[config.mk]
export PLATFORM = sky130hd
export DESIGN_NAME = pipeline_ctrl_top
export DESIGN_NICKNAME = d
export VERILOG_FILES = /design/src/source/cpu_pipe_pkg.sv /design/src/source/hazard_unit.sv /design/src/source/pc_unit.sv /design/src/source/pipe_regs.sv /design/src/source/pipeline_ctrl_top.sv
export VERILOG_INCLUDE_DIRS = /design/src /design/src/include
export SDC_FILE = /design/constraint.sdc
export NUM_CORES = 1
export LEC_CHECK = 0
export BUFFER_PORTS_ARGS = -buffer_cell sky130_fd_sc_hd__buf_2
export CAP_MARGIN = 5
export CORE_ASPECT_RATIO = 0.9
export CORE_MARGIN = 1.5
export CORE_UTILIZATION = 45
export CTS_BUF_LIST = sky130_fd_sc_hd__clkbuf_4
export DETAILED_ROUTE_END_ITERATION = 8
export RECOVER_POWER = 100
export SLEW_MARGIN = 15
export SYNTH_ARGS = -nofsm -noshare
export SYNTH_HDL_FRONTEND = slang
export SYNTH_SLANG_ARGS = --single-unit
[constraint.sdc]
create_clock -name CLK -period 7.1 [get_ports CLK]
set_input_delay 1.42 -clock CLK [delete_from_list [all_inputs] [get_ports CLK]]
set_output_delay 1.42 -clock CLK [all_outputs]
set_load 0.01 [all_outputs]
[src/include/cpu_consts.svh]
// cpu constants
// datapath widths and the program counter reset value
// shared by the pipeline control RTL

`ifndef CPU_CONSTS_SVH
`define CPU_CONSTS_SVH

// data word and address width
`define WORD_W 32

// register index width, 32 registers
`define REG_W 5

// first fetch address after reset
`define PC_RESET 32'h0000_0000

`endif

[src/source/cpu_pipe_pkg.sv]
// cpu pipeline package
// opcode, R-type function and next-PC source encodings
// used by the hazard unit, PC unit and stage registers

package cpu_pipe_pkg;

	// opcodes seen by the pipeline control, MIPS encoding
	typedef enum logic [5:0] {
		RTYPE = 6'b000000,
		J     = 6'b000010,
		JAL   = 6'b000011,
		BEQ   = 6'b000100,
		BNE   = 6'b000101,
		ADDI  = 6'b001000,
		LW    = 6'b100011,
		SW    = 6'b101011,
		// halt is the all ones opcode
		HALT  = 6'b111111
	} opcode_t;

	// R-type function field
	typedef enum logic [5:0] {
		// sll with all zero fields doubles as the nop
		SLL = 6'b000000,
		JR  = 6'b001000
	} funct_t;

	// next-PC source select
	typedef enum logic [2:0] {
		// sequential fetch
		SEL_LOAD_NXT_INSTR     = 3'd0,
		// predicted taken branch target from decode
		SEL_LOAD_BR_ADDR       = 3'd1,
		// fall-through of a mispredicted branch
		SEL_LOAD_NXT_PC_EX_MEM = 3'd2,
		// j and jal target
		SEL_LOAD_JMP_ADDR      = 3'd3,
		// jr target from the register file
		SEL_LOAD_JR_ADDR       = 3'd4
	} pcsrc_t;

endpackage

[src/source/hazard_unit.sv]
// hazard unit
// decides each cycle whether the pipeline advances, picks the
// next-PC source and the hold and flush of every stage register
// purely combinational

`timescale 1ns/100ps
`include "cpu_consts.svh"

module hazard_unit (
	input  cpu_pipe_pkg::opcode_t opcode_if_id,
	input  cpu_pipe_pkg::funct_t  func_if_id,
	input  logic [`REG_W-1:0]     rs_if_id,
	input  logic [`REG_W-1:0]     rt_if_id,
	input  logic [`REG_W-1:0]     rt_id_ex,
	input  logic                  dren_id_ex,
	input  cpu_pipe_pkg::opcode_t opcode_ex_mem,
	input  logic                  zero_ex_mem,
	input  logic                  dmem_ren,
	input  logic                  dmem_wen,
	input  logic                  ihit,
	input  logic                  dhit,
	input  logic                  halt,
	output cpu_pipe_pkg::pcsrc_t  pcsrc,
	output logic                  enable_pc,
	output logic                  enable_if_id,
	output logic                  enable_id_ex,
	output logic                  enable_ex_mem,
	output logic                  enable_mem_wb,
	output logic                  flush_if_id,
	output logic                  flush_id_ex,
	output logic                  flush_ex_mem,
	output logic                  flush_mem_wb
);

	logic data_pend;
	logic move;
	logic mispredict;
	logic load_use;

	// a load or store sits in execute/memory
	assign data_pend = dmem_ren | dmem_wen;

	always_comb begin
		move = 1'b1;
		// data access still waiting on memory
		if (data_pend && !dhit) begin
			move = 1'b0;
		end
		// no valid fetch word this cycle
		else if (!ihit) begin
			move = 1'b0;
		end
		// stray dhit with no access of ours owns the shared port,
		// fetch word is not ours to take
		else if (dhit && !data_pend) begin
			move = 1'b0;
		end
		// halt reached write-back, freeze until reset
		else if (halt) begin
			move = 1'b0;
		end
	end

	// beq not equal or bne equal went the wrong way
	assign mispredict = ((opcode_ex_mem == cpu_pipe_pkg::BEQ) && !zero_ex_mem) ||
		((opcode_ex_mem == cpu_pipe_pkg::BNE) && zero_ex_mem);

	// load in execute feeds a source of the decode instruction
	assign load_use = dren_id_ex && ((rt_id_ex == rs_if_id) || (rt_id_ex == rt_if_id));

	always_comb begin
		// back-pressure default, every stage follows move
		pcsrc = cpu_pipe_pkg::SEL_LOAD_NXT_INSTR;
		enable_pc = move;
		enable_if_id = move;
		enable_id_ex = move;
		enable_ex_mem = move;
		enable_mem_wb = move;
		flush_if_id = 1'b0;
		flush_id_ex = 1'b0;
		flush_ex_mem = 1'b0;
		// write-back never needs squashing
		flush_mem_wb = 1'b0;

		if (move) begin
			if (mispredict) begin
				// back to the fall-through, squash the wrong path
				pcsrc = cpu_pipe_pkg::SEL_LOAD_NXT_PC_EX_MEM;
				flush_if_id = 1'b1;
				flush_id_ex = 1'b1;
				flush_ex_mem = 1'b1;
			end
			else if (load_use) begin
				// one bubble, decode instruction stays put
				// so it must not redirect fetch yet
				enable_pc = 1'b0;
				enable_if_id = 1'b0;
				flush_id_ex = 1'b1;
			end
			else if ((opcode_if_id == cpu_pipe_pkg::BEQ) ||
				(opcode_if_id == cpu_pipe_pkg::BNE)) begin
				// predict taken
				pcsrc = cpu_pipe_pkg::SEL_LOAD_BR_ADDR;
				flush_if_id = 1'b1;
			end
			else if ((opcode_if_id == cpu_pipe_pkg::J) ||
				(opcode_if_id == cpu_pipe_pkg::JAL)) begin
				pcsrc = cpu_pipe_pkg::SEL_LOAD_JMP_ADDR;
				flush_if_id = 1'b1;
			end
			else if ((opcode_if_id == cpu_pipe_pkg::RTYPE) &&
				(func_if_id == cpu_pipe_pkg::JR)) begin
				// return address comes straight from rdat1
				pcsrc = cpu_pipe_pkg::SEL_LOAD_JR_ADDR;
				flush_if_id = 1'b1;
			end
		end
	end

endmodule

[src/source/pc_unit.sv]
// program counter unit
// next-PC multiplexer and the PC register, loads when enabled

`timescale 1ns/100ps
`include "cpu_consts.svh"

module pc_unit (
	input  logic                 CLK,
	input  logic                 rst,
	input  logic                 enable_pc,
	input  cpu_pipe_pkg::pcsrc_t pcsrc,
	input  logic [`WORD_W-1:0]   br_addr,
	input  logic [`WORD_W-1:0]   jmp_addr,
	input  logic [`WORD_W-1:0]   nxt_pc_ex_mem,
	input  logic [`WORD_W-1:0]   jr_addr,
	output logic [`WORD_W-1:0]   pc,
	output logic [`WORD_W-1:0]   pc_plus4
);

	logic [`WORD_W-1:0] nxt_pc;

	// sequential address, also latched into IF/ID
	assign pc_plus4 = pc + `WORD_W'd4;

	always_comb begin
		case (pcsrc)
			cpu_pipe_pkg::SEL_LOAD_BR_ADDR:       nxt_pc = br_addr;
			cpu_pipe_pkg::SEL_LOAD_NXT_PC_EX_MEM: nxt_pc = nxt_pc_ex_mem;
			cpu_pipe_pkg::SEL_LOAD_JMP_ADDR:      nxt_pc = jmp_addr;
			cpu_pipe_pkg::SEL_LOAD_JR_ADDR:       nxt_pc = jr_addr;
			// SEL_LOAD_NXT_INSTR and unused codes
			default:                              nxt_pc = pc_plus4;
		endcase
	end

	// pc register, holds on stall
	always_ff @(posedge CLK) begin
		if (rst) begin
			pc <= `PC_RESET;
		end
		else if (enable_pc) begin
			pc <= nxt_pc;
		end
	end

endmodule

[src/source/pipe_regs.sv]
// pipeline stage registers
// IF/ID, ID/EX, EX/MEM and MEM/WB with enable and flush to nop,
// decode field split, branch and jump targets, execute compare

`timescale 1ns/100ps
`include "cpu_consts.svh"

module pipe_regs (
	input  logic                  CLK,
	input  logic                  rst,
	input  logic [`WORD_W-1:0]    instr,
	input  logic [`WORD_W-1:0]    pc_plus4,
	input  logic [`WORD_W-1:0]    rdat1,
	input  logic [`WORD_W-1:0]    rdat2,
	input  logic                  enable_if_id,
	input  logic                  enable_id_ex,
	input  logic                  enable_ex_mem,
	input  logic                  enable_mem_wb,
	input  logic                  flush_if_id,
	input  logic                  flush_id_ex,
	input  logic                  flush_ex_mem,
	input  logic                  flush_mem_wb,
	output cpu_pipe_pkg::opcode_t opcode_if_id,
	output cpu_pipe_pkg::funct_t  func_if_id,
	output logic [`REG_W-1:0]     rs_if_id,
	output logic [`REG_W-1:0]     rt_if_id,
	output logic [`REG_W-1:0]     rt_id_ex,
	output logic                  dren_id_ex,
	output cpu_pipe_pkg::opcode_t opcode_ex_mem,
	output logic                  zero_ex_mem,
	output logic [`WORD_W-1:0]    br_addr,
	output logic [`WORD_W-1:0]    jmp_addr,
	output logic [`WORD_W-1:0]    nxt_pc_ex_mem,
	output logic                  dmem_ren,
	output logic                  dmem_wen,
	output logic                  halt
);

	logic [`WORD_W-1:0]    instr_if_id;
	logic [`WORD_W-1:0]    pc4_if_id;
	logic [15:0]           imm_if_id;
	cpu_pipe_pkg::opcode_t opcode_id_ex;
	logic [`WORD_W-1:0]    nxt_pc_id_ex;
	logic [`WORD_W-1:0]    rdat1_id_ex;
	logic [`WORD_W-1:0]    rdat2_id_ex;
	logic                  zero_ex;
	cpu_pipe_pkg::opcode_t opcode_mem_wb;

	// IF/ID, a flush drops the fetched word for a nop
	always_ff @(posedge CLK) begin
		if (rst || flush_if_id) begin
			instr_if_id <= '0;
		end
		else if (enable_if_id) begin
			instr_if_id <= instr;
		end
	end

	always_ff @(posedge CLK) begin
		if (enable_if_id) begin
			pc4_if_id <= pc_plus4;
		end
	end

	// decode fields
	assign opcode_if_id = cpu_pipe_pkg::opcode_t'(instr_if_id[31:26]);
	assign rs_if_id = instr_if_id[25:21];
	assign rt_if_id = instr_if_id[20:16];
	assign imm_if_id = instr_if_id[15:0];
	assign func_if_id = cpu_pipe_pkg::funct_t'(instr_if_id[5:0]);

	// branch target, word offset relative to pc plus 4
	assign br_addr = pc4_if_id + {{14{imm_if_id[15]}}, imm_if_id, 2'b00};
	// jump target keeps the upper nibble of pc plus 4
	assign jmp_addr = {pc4_if_id[31:28], instr_if_id[25:0], 2'b00};

	// ID/EX control, load flag marks a possible load-use source
	always_ff @(posedge CLK) begin
		if (rst || flush_id_ex) begin
			opcode_id_ex <= cpu_pipe_pkg::RTYPE;
			rt_id_ex <= '0;
			dren_id_ex <= 1'b0;
		end
		else if (enable_id_ex) begin
			opcode_id_ex <= opcode_if_id;
			rt_id_ex <= rt_if_id;
			dren_id_ex <= (opcode_if_id == cpu_pipe_pkg::LW);
		end
	end

	// ID/EX payload, fall-through and branch operands
	always_ff @(posedge CLK) begin
		if (enable_id_ex) begin
			nxt_pc_id_ex <= pc4_if_id;
			rdat1_id_ex <= rdat1;
			rdat2_id_ex <= rdat2;
		end
	end

	// execute compare for beq and bne
	assign zero_ex = (rdat1_id_ex == rdat2_id_ex);

	// EX/MEM control
	always_ff @(posedge CLK) begin
		if (rst || flush_ex_mem) begin
			opcode_ex_mem <= cpu_pipe_pkg::RTYPE;
			zero_ex_mem <= 1'b0;
		end
		else if (enable_ex_mem) begin
			opcode_ex_mem <= opcode_id_ex;
			zero_ex_mem <= zero_ex;
		end
	end

	// saved fall-through for the misprediction path
	always_ff @(posedge CLK) begin
		if (enable_ex_mem) begin
			nxt_pc_ex_mem <= nxt_pc_id_ex;
		end
	end

	// memory requests stay up while the access sits in EX/MEM
	assign dmem_ren = (opcode_ex_mem == cpu_pipe_pkg::LW);
	assign dmem_wen = (opcode_ex_mem == cpu_pipe_pkg::SW);

	// MEM/WB
	always_ff @(posedge CLK) begin
		if (rst || flush_mem_wb) begin
			opcode_mem_wb <= cpu_pipe_pkg::RTYPE;
		end
		else if (enable_mem_wb) begin
			opcode_mem_wb <= opcode_ex_mem;
		end
	end

	assign halt = (opcode_mem_wb == cpu_pipe_pkg::HALT);

endmodule

[src/source/pipeline_ctrl_top.sv]
// pipeline control top level
// hazard unit, program counter unit and stage registers

`timescale 1ns/100ps
`include "cpu_consts.svh"

module pipeline_ctrl_top (
	input  logic               CLK,
	input  logic               rst,
	input  logic [`WORD_W-1:0] instr,
	input  logic               ihit,
	input  logic               dhit,
	input  logic [`WORD_W-1:0] rdat1,
	input  logic [`WORD_W-1:0] rdat2,
	output logic [`WORD_W-1:0] imem_addr,
	output logic               dmem_ren,
	output logic               dmem_wen,
	output logic               halt
);

	// decode and execute fields into the hazard unit
	cpu_pipe_pkg::opcode_t opcode_if_id;
	cpu_pipe_pkg::funct_t  func_if_id;
	logic [`REG_W-1:0]     rs_if_id;
	logic [`REG_W-1:0]     rt_if_id;
	logic [`REG_W-1:0]     rt_id_ex;
	logic                  dren_id_ex;
	cpu_pipe_pkg::opcode_t opcode_ex_mem;
	logic                  zero_ex_mem;
	// hazard unit decisions
	cpu_pipe_pkg::pcsrc_t  pcsrc;
	logic                  enable_pc;
	logic                  enable_if_id;
	logic                  enable_id_ex;
	logic                  enable_ex_mem;
	logic                  enable_mem_wb;
	logic                  flush_if_id;
	logic                  flush_id_ex;
	logic                  flush_ex_mem;
	logic                  flush_mem_wb;
	// addresses between pc unit and stage registers
	logic [`WORD_W-1:0]    br_addr;
	logic [`WORD_W-1:0]    jmp_addr;
	logic [`WORD_W-1:0]    nxt_pc_ex_mem;
	logic [`WORD_W-1:0]    pc_plus4;

	hazard_unit u_hazard (
		.opcode_if_id  (opcode_if_id),
		.func_if_id    (func_if_id),
		.rs_if_id      (rs_if_id),
		.rt_if_id      (rt_if_id),
		.rt_id_ex      (rt_id_ex),
		.dren_id_ex    (dren_id_ex),
		.opcode_ex_mem (opcode_ex_mem),
		.zero_ex_mem   (zero_ex_mem),
		.dmem_ren      (dmem_ren),
		.dmem_wen      (dmem_wen),
		.ihit          (ihit),
		.dhit          (dhit),
		.halt          (halt),
		.pcsrc         (pcsrc),
		.enable_pc     (enable_pc),
		.enable_if_id  (enable_if_id),
		.enable_id_ex  (enable_id_ex),
		.enable_ex_mem (enable_ex_mem),
		.enable_mem_wb (enable_mem_wb),
		.flush_if_id   (flush_if_id),
		.flush_id_ex   (flush_id_ex),
		.flush_ex_mem  (flush_ex_mem),
		.flush_mem_wb  (flush_mem_wb)
	);

	// pc drives the instruction memory address directly
	// jr target is the rs value read in decode
	pc_unit u_pc (
		.CLK           (CLK),
		.rst           (rst),
		.enable_pc     (enable_pc),
		.pcsrc         (pcsrc),
		.br_addr       (br_addr),
		.jmp_addr      (jmp_addr),
		.nxt_pc_ex_mem (nxt_pc_ex_mem),
		.jr_addr       (rdat1),
		.pc            (imem_addr),
		.pc_plus4      (pc_plus4)
	);

	pipe_regs u_regs (
		.CLK           (CLK),
		.rst           (rst),
		.instr         (instr),
		.pc_plus4      (pc_plus4),
		.rdat1         (rdat1),
		.rdat2         (rdat2),
		.enable_if_id  (enable_if_id),
		.enable_id_ex  (enable_id_ex),
		.enable_ex_mem (enable_ex_mem),
		.enable_mem_wb (enable_mem_wb),
		.flush_if_id   (flush_if_id),
		.flush_id_ex   (flush_id_ex),
		.flush_ex_mem  (flush_ex_mem),
		.flush_mem_wb  (flush_mem_wb),
		.opcode_if_id  (opcode_if_id),
		.func_if_id    (func_if_id),
		.rs_if_id      (rs_if_id),
		.rt_if_id      (rt_if_id),
		.rt_id_ex      (rt_id_ex),
		.dren_id_ex    (dren_id_ex),
		.opcode_ex_mem (opcode_ex_mem),
		.zero_ex_mem   (zero_ex_mem),
		.br_addr       (br_addr),
		.jmp_addr      (jmp_addr),
		.nxt_pc_ex_mem (nxt_pc_ex_mem),
		.dmem_ren      (dmem_ren),
		.dmem_wen      (dmem_wen),
		.halt          (halt)
	);

endmodule

; After elaboration in Yosys (flattened, before gate mapping)
; Cells that the tools add are included.
[op_classes]
n_bitwise = 1
addsub = 2
n_eq_ne = 18
n_reduce_logical = 17
n_mux = 25
[op_table]
columns = op, n
row1 = $pmux W32 S4, 1
row2 = $add A32 B3 Y32 const B, 1
row3 = $add A32 B32 Y32, 1
row4 = $eq A32 B32 Y1, 1
row5 = $eq A6 B3 Y1 const B, 4
row6 = $eq A6 B6 Y1 const B, 4
row7 = $mux W1, 18
row8 = $mux W3, 6
row9 = $eq A6 B2 Y1 const B, 2
row10 = $eq A5 B5 Y1, 2
row11 = $logic_or A1 B1 Y1, 7
row12 = $eq A3 B2 Y1 const B, 2
row13 = $eq A6 B4 Y1 const B, 1
row14 = $logic_and A1 B1 Y1, 6
row15 = $logic_not A6 Y1, 1
row16 = $eq A3 B1 Y1 const B, 1
row17 = $eq A3 B3 Y1 const B, 1
row18 = $logic_not A1 Y1, 3
row19 = $or A1 B1 Y1, 1
[totals]
ff_bits = 249
word_cells = 76
input_bits = 100
out_inout_bits = 35

; Depth between registers and ports, before layout
[depth]
depth_word = 10
mapped_depth = 12
depth_no_buf = 11

; Modules after synthesis
; From an unflattened synthesis, not the netlist that was laid out.
[unflattened]
cells_unflattened = 1118
area_unflattened_um2 = 12637.1
[by_module_without_submodules]
columns = mod, cells_each, n_inst, area_per_inst_um2
row1 = pipe_regs, 653, 1, 9024.9
row2 = pc_unit, 419, 1, 3294.4
row3 = hazard_unit, 46, 1, 317.8

; Worst setup path before layout
; Ideal clock, no wire load.
[synth_timing]
path_type = input -> register
startpoint = input port dhit
endpoint = register u_regs.nxt_pc_ex_mem[0], enable pin
slack_ns = 0.640
arrival_time_ns = 5.917
setup_ns = 0.543
path_buffers = 3
stages = 7
cell_sequence = a21bo_2 > o211ai_2 > or2_1 > buf_6 > clkinv_8 > buf_8 > clkbuf_1
[synth_between]
elab_chain_len = 4
[synth_rtl]
columns = element, line
row1 = "start, declared", pipeline_ctrl_top.sv:12  ; input logic dhit,
row2 = $logic_and A1 B1 Y1, hazard_unit.sv:55  ; else if (dhit && !data_pend) begin
row3 = $mux W1, hazard_unit.sv:55
row4 = $mux W1, hazard_unit.sv:50  ; else if (!ihit) begin
row5 = $mux W1 *, hazard_unit.sv:46  ; if (data_pend && !dhit) begin
row6 = net enable_ex_mem, pipeline_ctrl_top.sv:35  ; logic enable_ex_mem;
row7 = "end signal, assigned", pipe_regs.sv:118  ; nxt_pc_ex_mem <= nxt_pc_id_ex;
row8 = "end, declared", pipe_regs.sv:33  ; output logic [`WORD_W-1:0] nxt_pc_ex_mem,
; Mark *: on every way through the listed nets, which the timed path passes. The rest lies on a longest branch.
; A chain may end at the register's enable or synchronous reset.

; Final worst setup path
[layout_timing]
startpoint = input port dhit
endpoint = register u_pc.pc[3]
[layout_between]
elab_chain_len = 7
[layout_rtl]
columns = element, line
row1 = $logic_and A1 B1 Y1, hazard_unit.sv:55
row2 = $mux W1, hazard_unit.sv:55
row3 = $mux W1, hazard_unit.sv:50
row4 = $mux W1 *, hazard_unit.sv:46
row5 = $mux W3, hazard_unit.sv:85  ; if (move) begin
row6 = "$eq A3 B3 Y1, or another cell as far along", pc_unit.sv:26  ; case (pcsrc)
row7 = $pmux W32 S4, pc_unit.sv:26
row8 = "end signal, assigned", pc_unit.sv:39  ; pc <= `PC_RESET;
row9 = "end signal, assigned", pc_unit.sv:42  ; pc <= nxt_pc;
row10 = "end, declared", pc_unit.sv:16  ; output logic [`WORD_W-1:0] pc,
; Every way passes the cells marked *; elsewhere a longest branch is shown, timed or not.

==> results.toml <==
[outcome]
status = "finished, violations left"
violations = "max-capacitance violations, max-slew violations"

[yosys]
synth_nets = 1190
yosysTopAreaCellShare = 0.407
postSynthAreaPerCell_sq_um = 11.1
yosys_warnings = 0
yosysSeqAreaShare = 0.558
synth_top_area_cell = "edfxtp_1"
synth_edf_count = 160
ys_types = 90
syn_inst = 1059
synth_ff_type = "edfxtp_1"
syn_area_sq_um = 11800
synth-seq-cells = 249
synthArstFlopShare = 0
synthTopCellsByArea = "edfxtp_1 (41%), dfxtp_1 (15%), nand2_1 (5.0%)"

[clocking]
h-tree-depth = 3
cts_tree = "built"
post_cts_resized = 0
cts_buffers = 67
clk_latency_ps = 680
cts_setup_buffers = 0
path_clk_slew_ps = 70
clockBufferDepth = 3
cts_hold_buf = 0
cts_sinks = 249
cts-root-buf = "clkbuf_4"

[final_layout]
finalInstanceArea_sq_um = 13600
final_cells = 1630
layout_commonest_cell = "edfxtp_1"
final_cell_mix = "edfxtp_1 (160), nand2_1 (157), clkbuf_4 (104)"
drive_above_1_share = 0.176
fillers = 2387
num-nets-final = 1357
syn2layout_area_growth_pct = 14.8
utilization = 0.523

[global_routing]
antenna_found_initial = 2
track_usage = 0.245
grt_pass1_vias = 8894
grt_pass1_wl_mm = 50.8
grt_overflow = 0
grt_max_degree = 158

[timing]
finalCriticalPeriod_ps = 5150
slew_headroom = -0.224
rsz0062_at_grt = "false"
tightest_slew_ps = 1840
setup_viol = 0
fmax_ghz = 0.194
maxSlewViolCount = 105
tns_ps = 0
min_period_over_period = 0.725
finClkSkew_ps = 56.7
hold_viol = 0
finalHoldWorstSlack_ps = 400

[die]
rows = 56
coreArea_sq_um = 25900
die_x_um = 174
start_util = 0.455
io-pin-count = 135
dieArea_sq_um = 27200
dieHeight_um = 157

[power]
seqPwrFrac = 0.509
ir_drop_uv = 130
p_per_area_nw_per_um2 = 234
p_switching_uw = 764
p_comb_frac = 0.065
internal_power_mw = 2.40
p_clk_frac = 0.426
leakagePower_nw = 4.87
swShare = 0.241

[route]
ant_nets = 0
dr.pass1.iters = 5
wl_mm = 32.7
wl_per_cell_um = 20.1
via_per_inst = 5.67
drc_errors = 0
vias = 9234
first_iter_violations = 838

[min_path]
hold_class = "flip-flop to flip-flop"

[setup_path]
cp-end-kind = "flip-flop"
crit_fanout = 157
arrival_ps = 5670
path_class = "primary input to flip-flop"
setup.worst_path.start_class = "primary input"
cp.required_ps = 7630

[placement]
dp.cells = 1505
dp_hpwl_mm = 22.4
port_buffers = 134
gp_congestion = 0.898
place_area_sq_um = 12700

[flow_run]
maxCapViolCount = 2
==> critical path: stages <==
cell and delay, ps:
clkbuf_1 100, nand3b_1 160, o211ai_1 290, or2_1 160
buf_4 400, clkinv_8 560, a21oi_1 430, inv_1 260
clkbuf_2 950, o221a_2 690
==> logic make-up after synthesis <==
group                    share of synthesized area
flip-flops                                   0.558
adder cells (fa/ha/maj)                     0.0335
AND/OR/NAND/NOR                              0.141
XOR/XNOR                                    0.0675
AO/OA/AOI/OAI                                0.166
buffers and inverters                       0.0280
multiplexers                               0.00562
==> state kept, by name, indices dropped and copies added (netlist names) <==
name                  flops
u_regs.rdat1_id_ex       32
u_regs.pc4_if_id         32
u_regs.zero_ex_mem        1
u_regs.nxt_pc_ex_mem     32
u_regs.rt_id_ex           5
u_regs.opcode_ex_mem      6
u_regs.instr_if_id       32
u_regs.opcode_mem_wb      6
u_regs.dren_id_ex         1
u_pc.pc                  32
u_regs.nxt_pc_id_ex      32
u_regs.rdat2_id_ex       32
u_regs.opcode_id_ex       6
==> cells in the mapped netlist (6+ instances only) <==
| cell type | instances |
|---|---|
| a211oi_1 | 6 |
| a21o_1 | 15 |
| a21oi_1 | 92 |
| a221o_1 | 12 |
| a221oi_1 | 14 |
| a221oi_2 | 6 |
| a311oi_1 | 8 |
| a31oi_1 | 15 |
| and3_1 | 6 |
| and4_1 | 6 |
| buf_2 | 14 |
| clkbuf_1 | 22 |
| dfxtp_1 | 89 |
| edfxtp_1 | 160 |
| ha_1 | 30 |
| inv_1 | 14 |
| nand2_1 | 157 |
| nand2b_1 | 6 |
| nand3_1 | 25 |
| nand4_1 | 20 |
| nor2_1 | 48 |
| nor3_1 | 28 |
| nor4_1 | 7 |
| o211ai_1 | 7 |
| o21a_1 | 22 |
| o21ai_0 | 27 |
| or3_1 | 6 |
| xnor2_1 | 66 |
| xor2_1 | 25 |
==> metal layers <==
| metal | share of wire | up-vias | global-route usage |
|---|---|---|---|
| met5 | 0 | - | 0 |
| met4 | 0.027 | 0 | 0.0932 |
| met3 | 0.080 | 71 | 0.0561 |
| met2 | 0.44 | 383 | 0.374 |
| met1 | 0.46 | 4420 | 0.339 |
| li1 | - | 4360 | - |
==> final timing paths <==
path | from | end | slack, ps | cells after the start
setup / recovery | dhit | u_pc.pc[3] | 1950 | 10
hold / removal | u_regs.nxt_pc_id_ex[31] | u_regs.nxt_pc_ex_mem[31] | 400 | 0
setup reg to reg | u_regs.opcode_ex_mem[1] | u_pc.pc[3] | 2100 | 9
hold reg to reg | u_regs.nxt_pc_id_ex[31] | u_regs.nxt_pc_ex_mem[31] | 400 | 0
==> power by group through the flow <==
stage	sequential [mW]	combinational, mW	clock, mW
2_1_floorplan	1.64	0.127	0
3_3_place_gp	1.64	0.207	0
3_5_place_dp	1.64	0.208	0
4_1_cts	1.61	0.210	1.38
5_1_grt	1.62	0.227	1.45
6_report	1.61	0.205	1.35
==> cell type report <==
| class | instances | area (sq um) | area share |
|---|---|---|---|
| sequential | 249 | 6590 | 0.486 |
| multi-input combinational | 746 | 4870 | 0.360 |
| clock buffer | 104 | 781 | 0.0576 |
| timing repair buffer | 146 | 663 | 0.0489 |
| tap | 348 | 435 | 0.0321 |
| clock inverter | 19 | 139 | 0.0102 |
| inverter | 16 | 72.6 | 0.00535 |
| antenna | 2 | 5.00 | 0.000369 |
==> per-stage QoR <==
stage / setup slack, ps / power (mW)
after floorplan: 640 / 1.76
after global placement: 2430 / 1.85
after detailed placement: 2330 / 1.85
after CTS: 3040 / 3.20
after global routing: 1610 / 3.30
final: 1950 / 3.17
No activity file was read; power rests on OpenSTA's default activity.
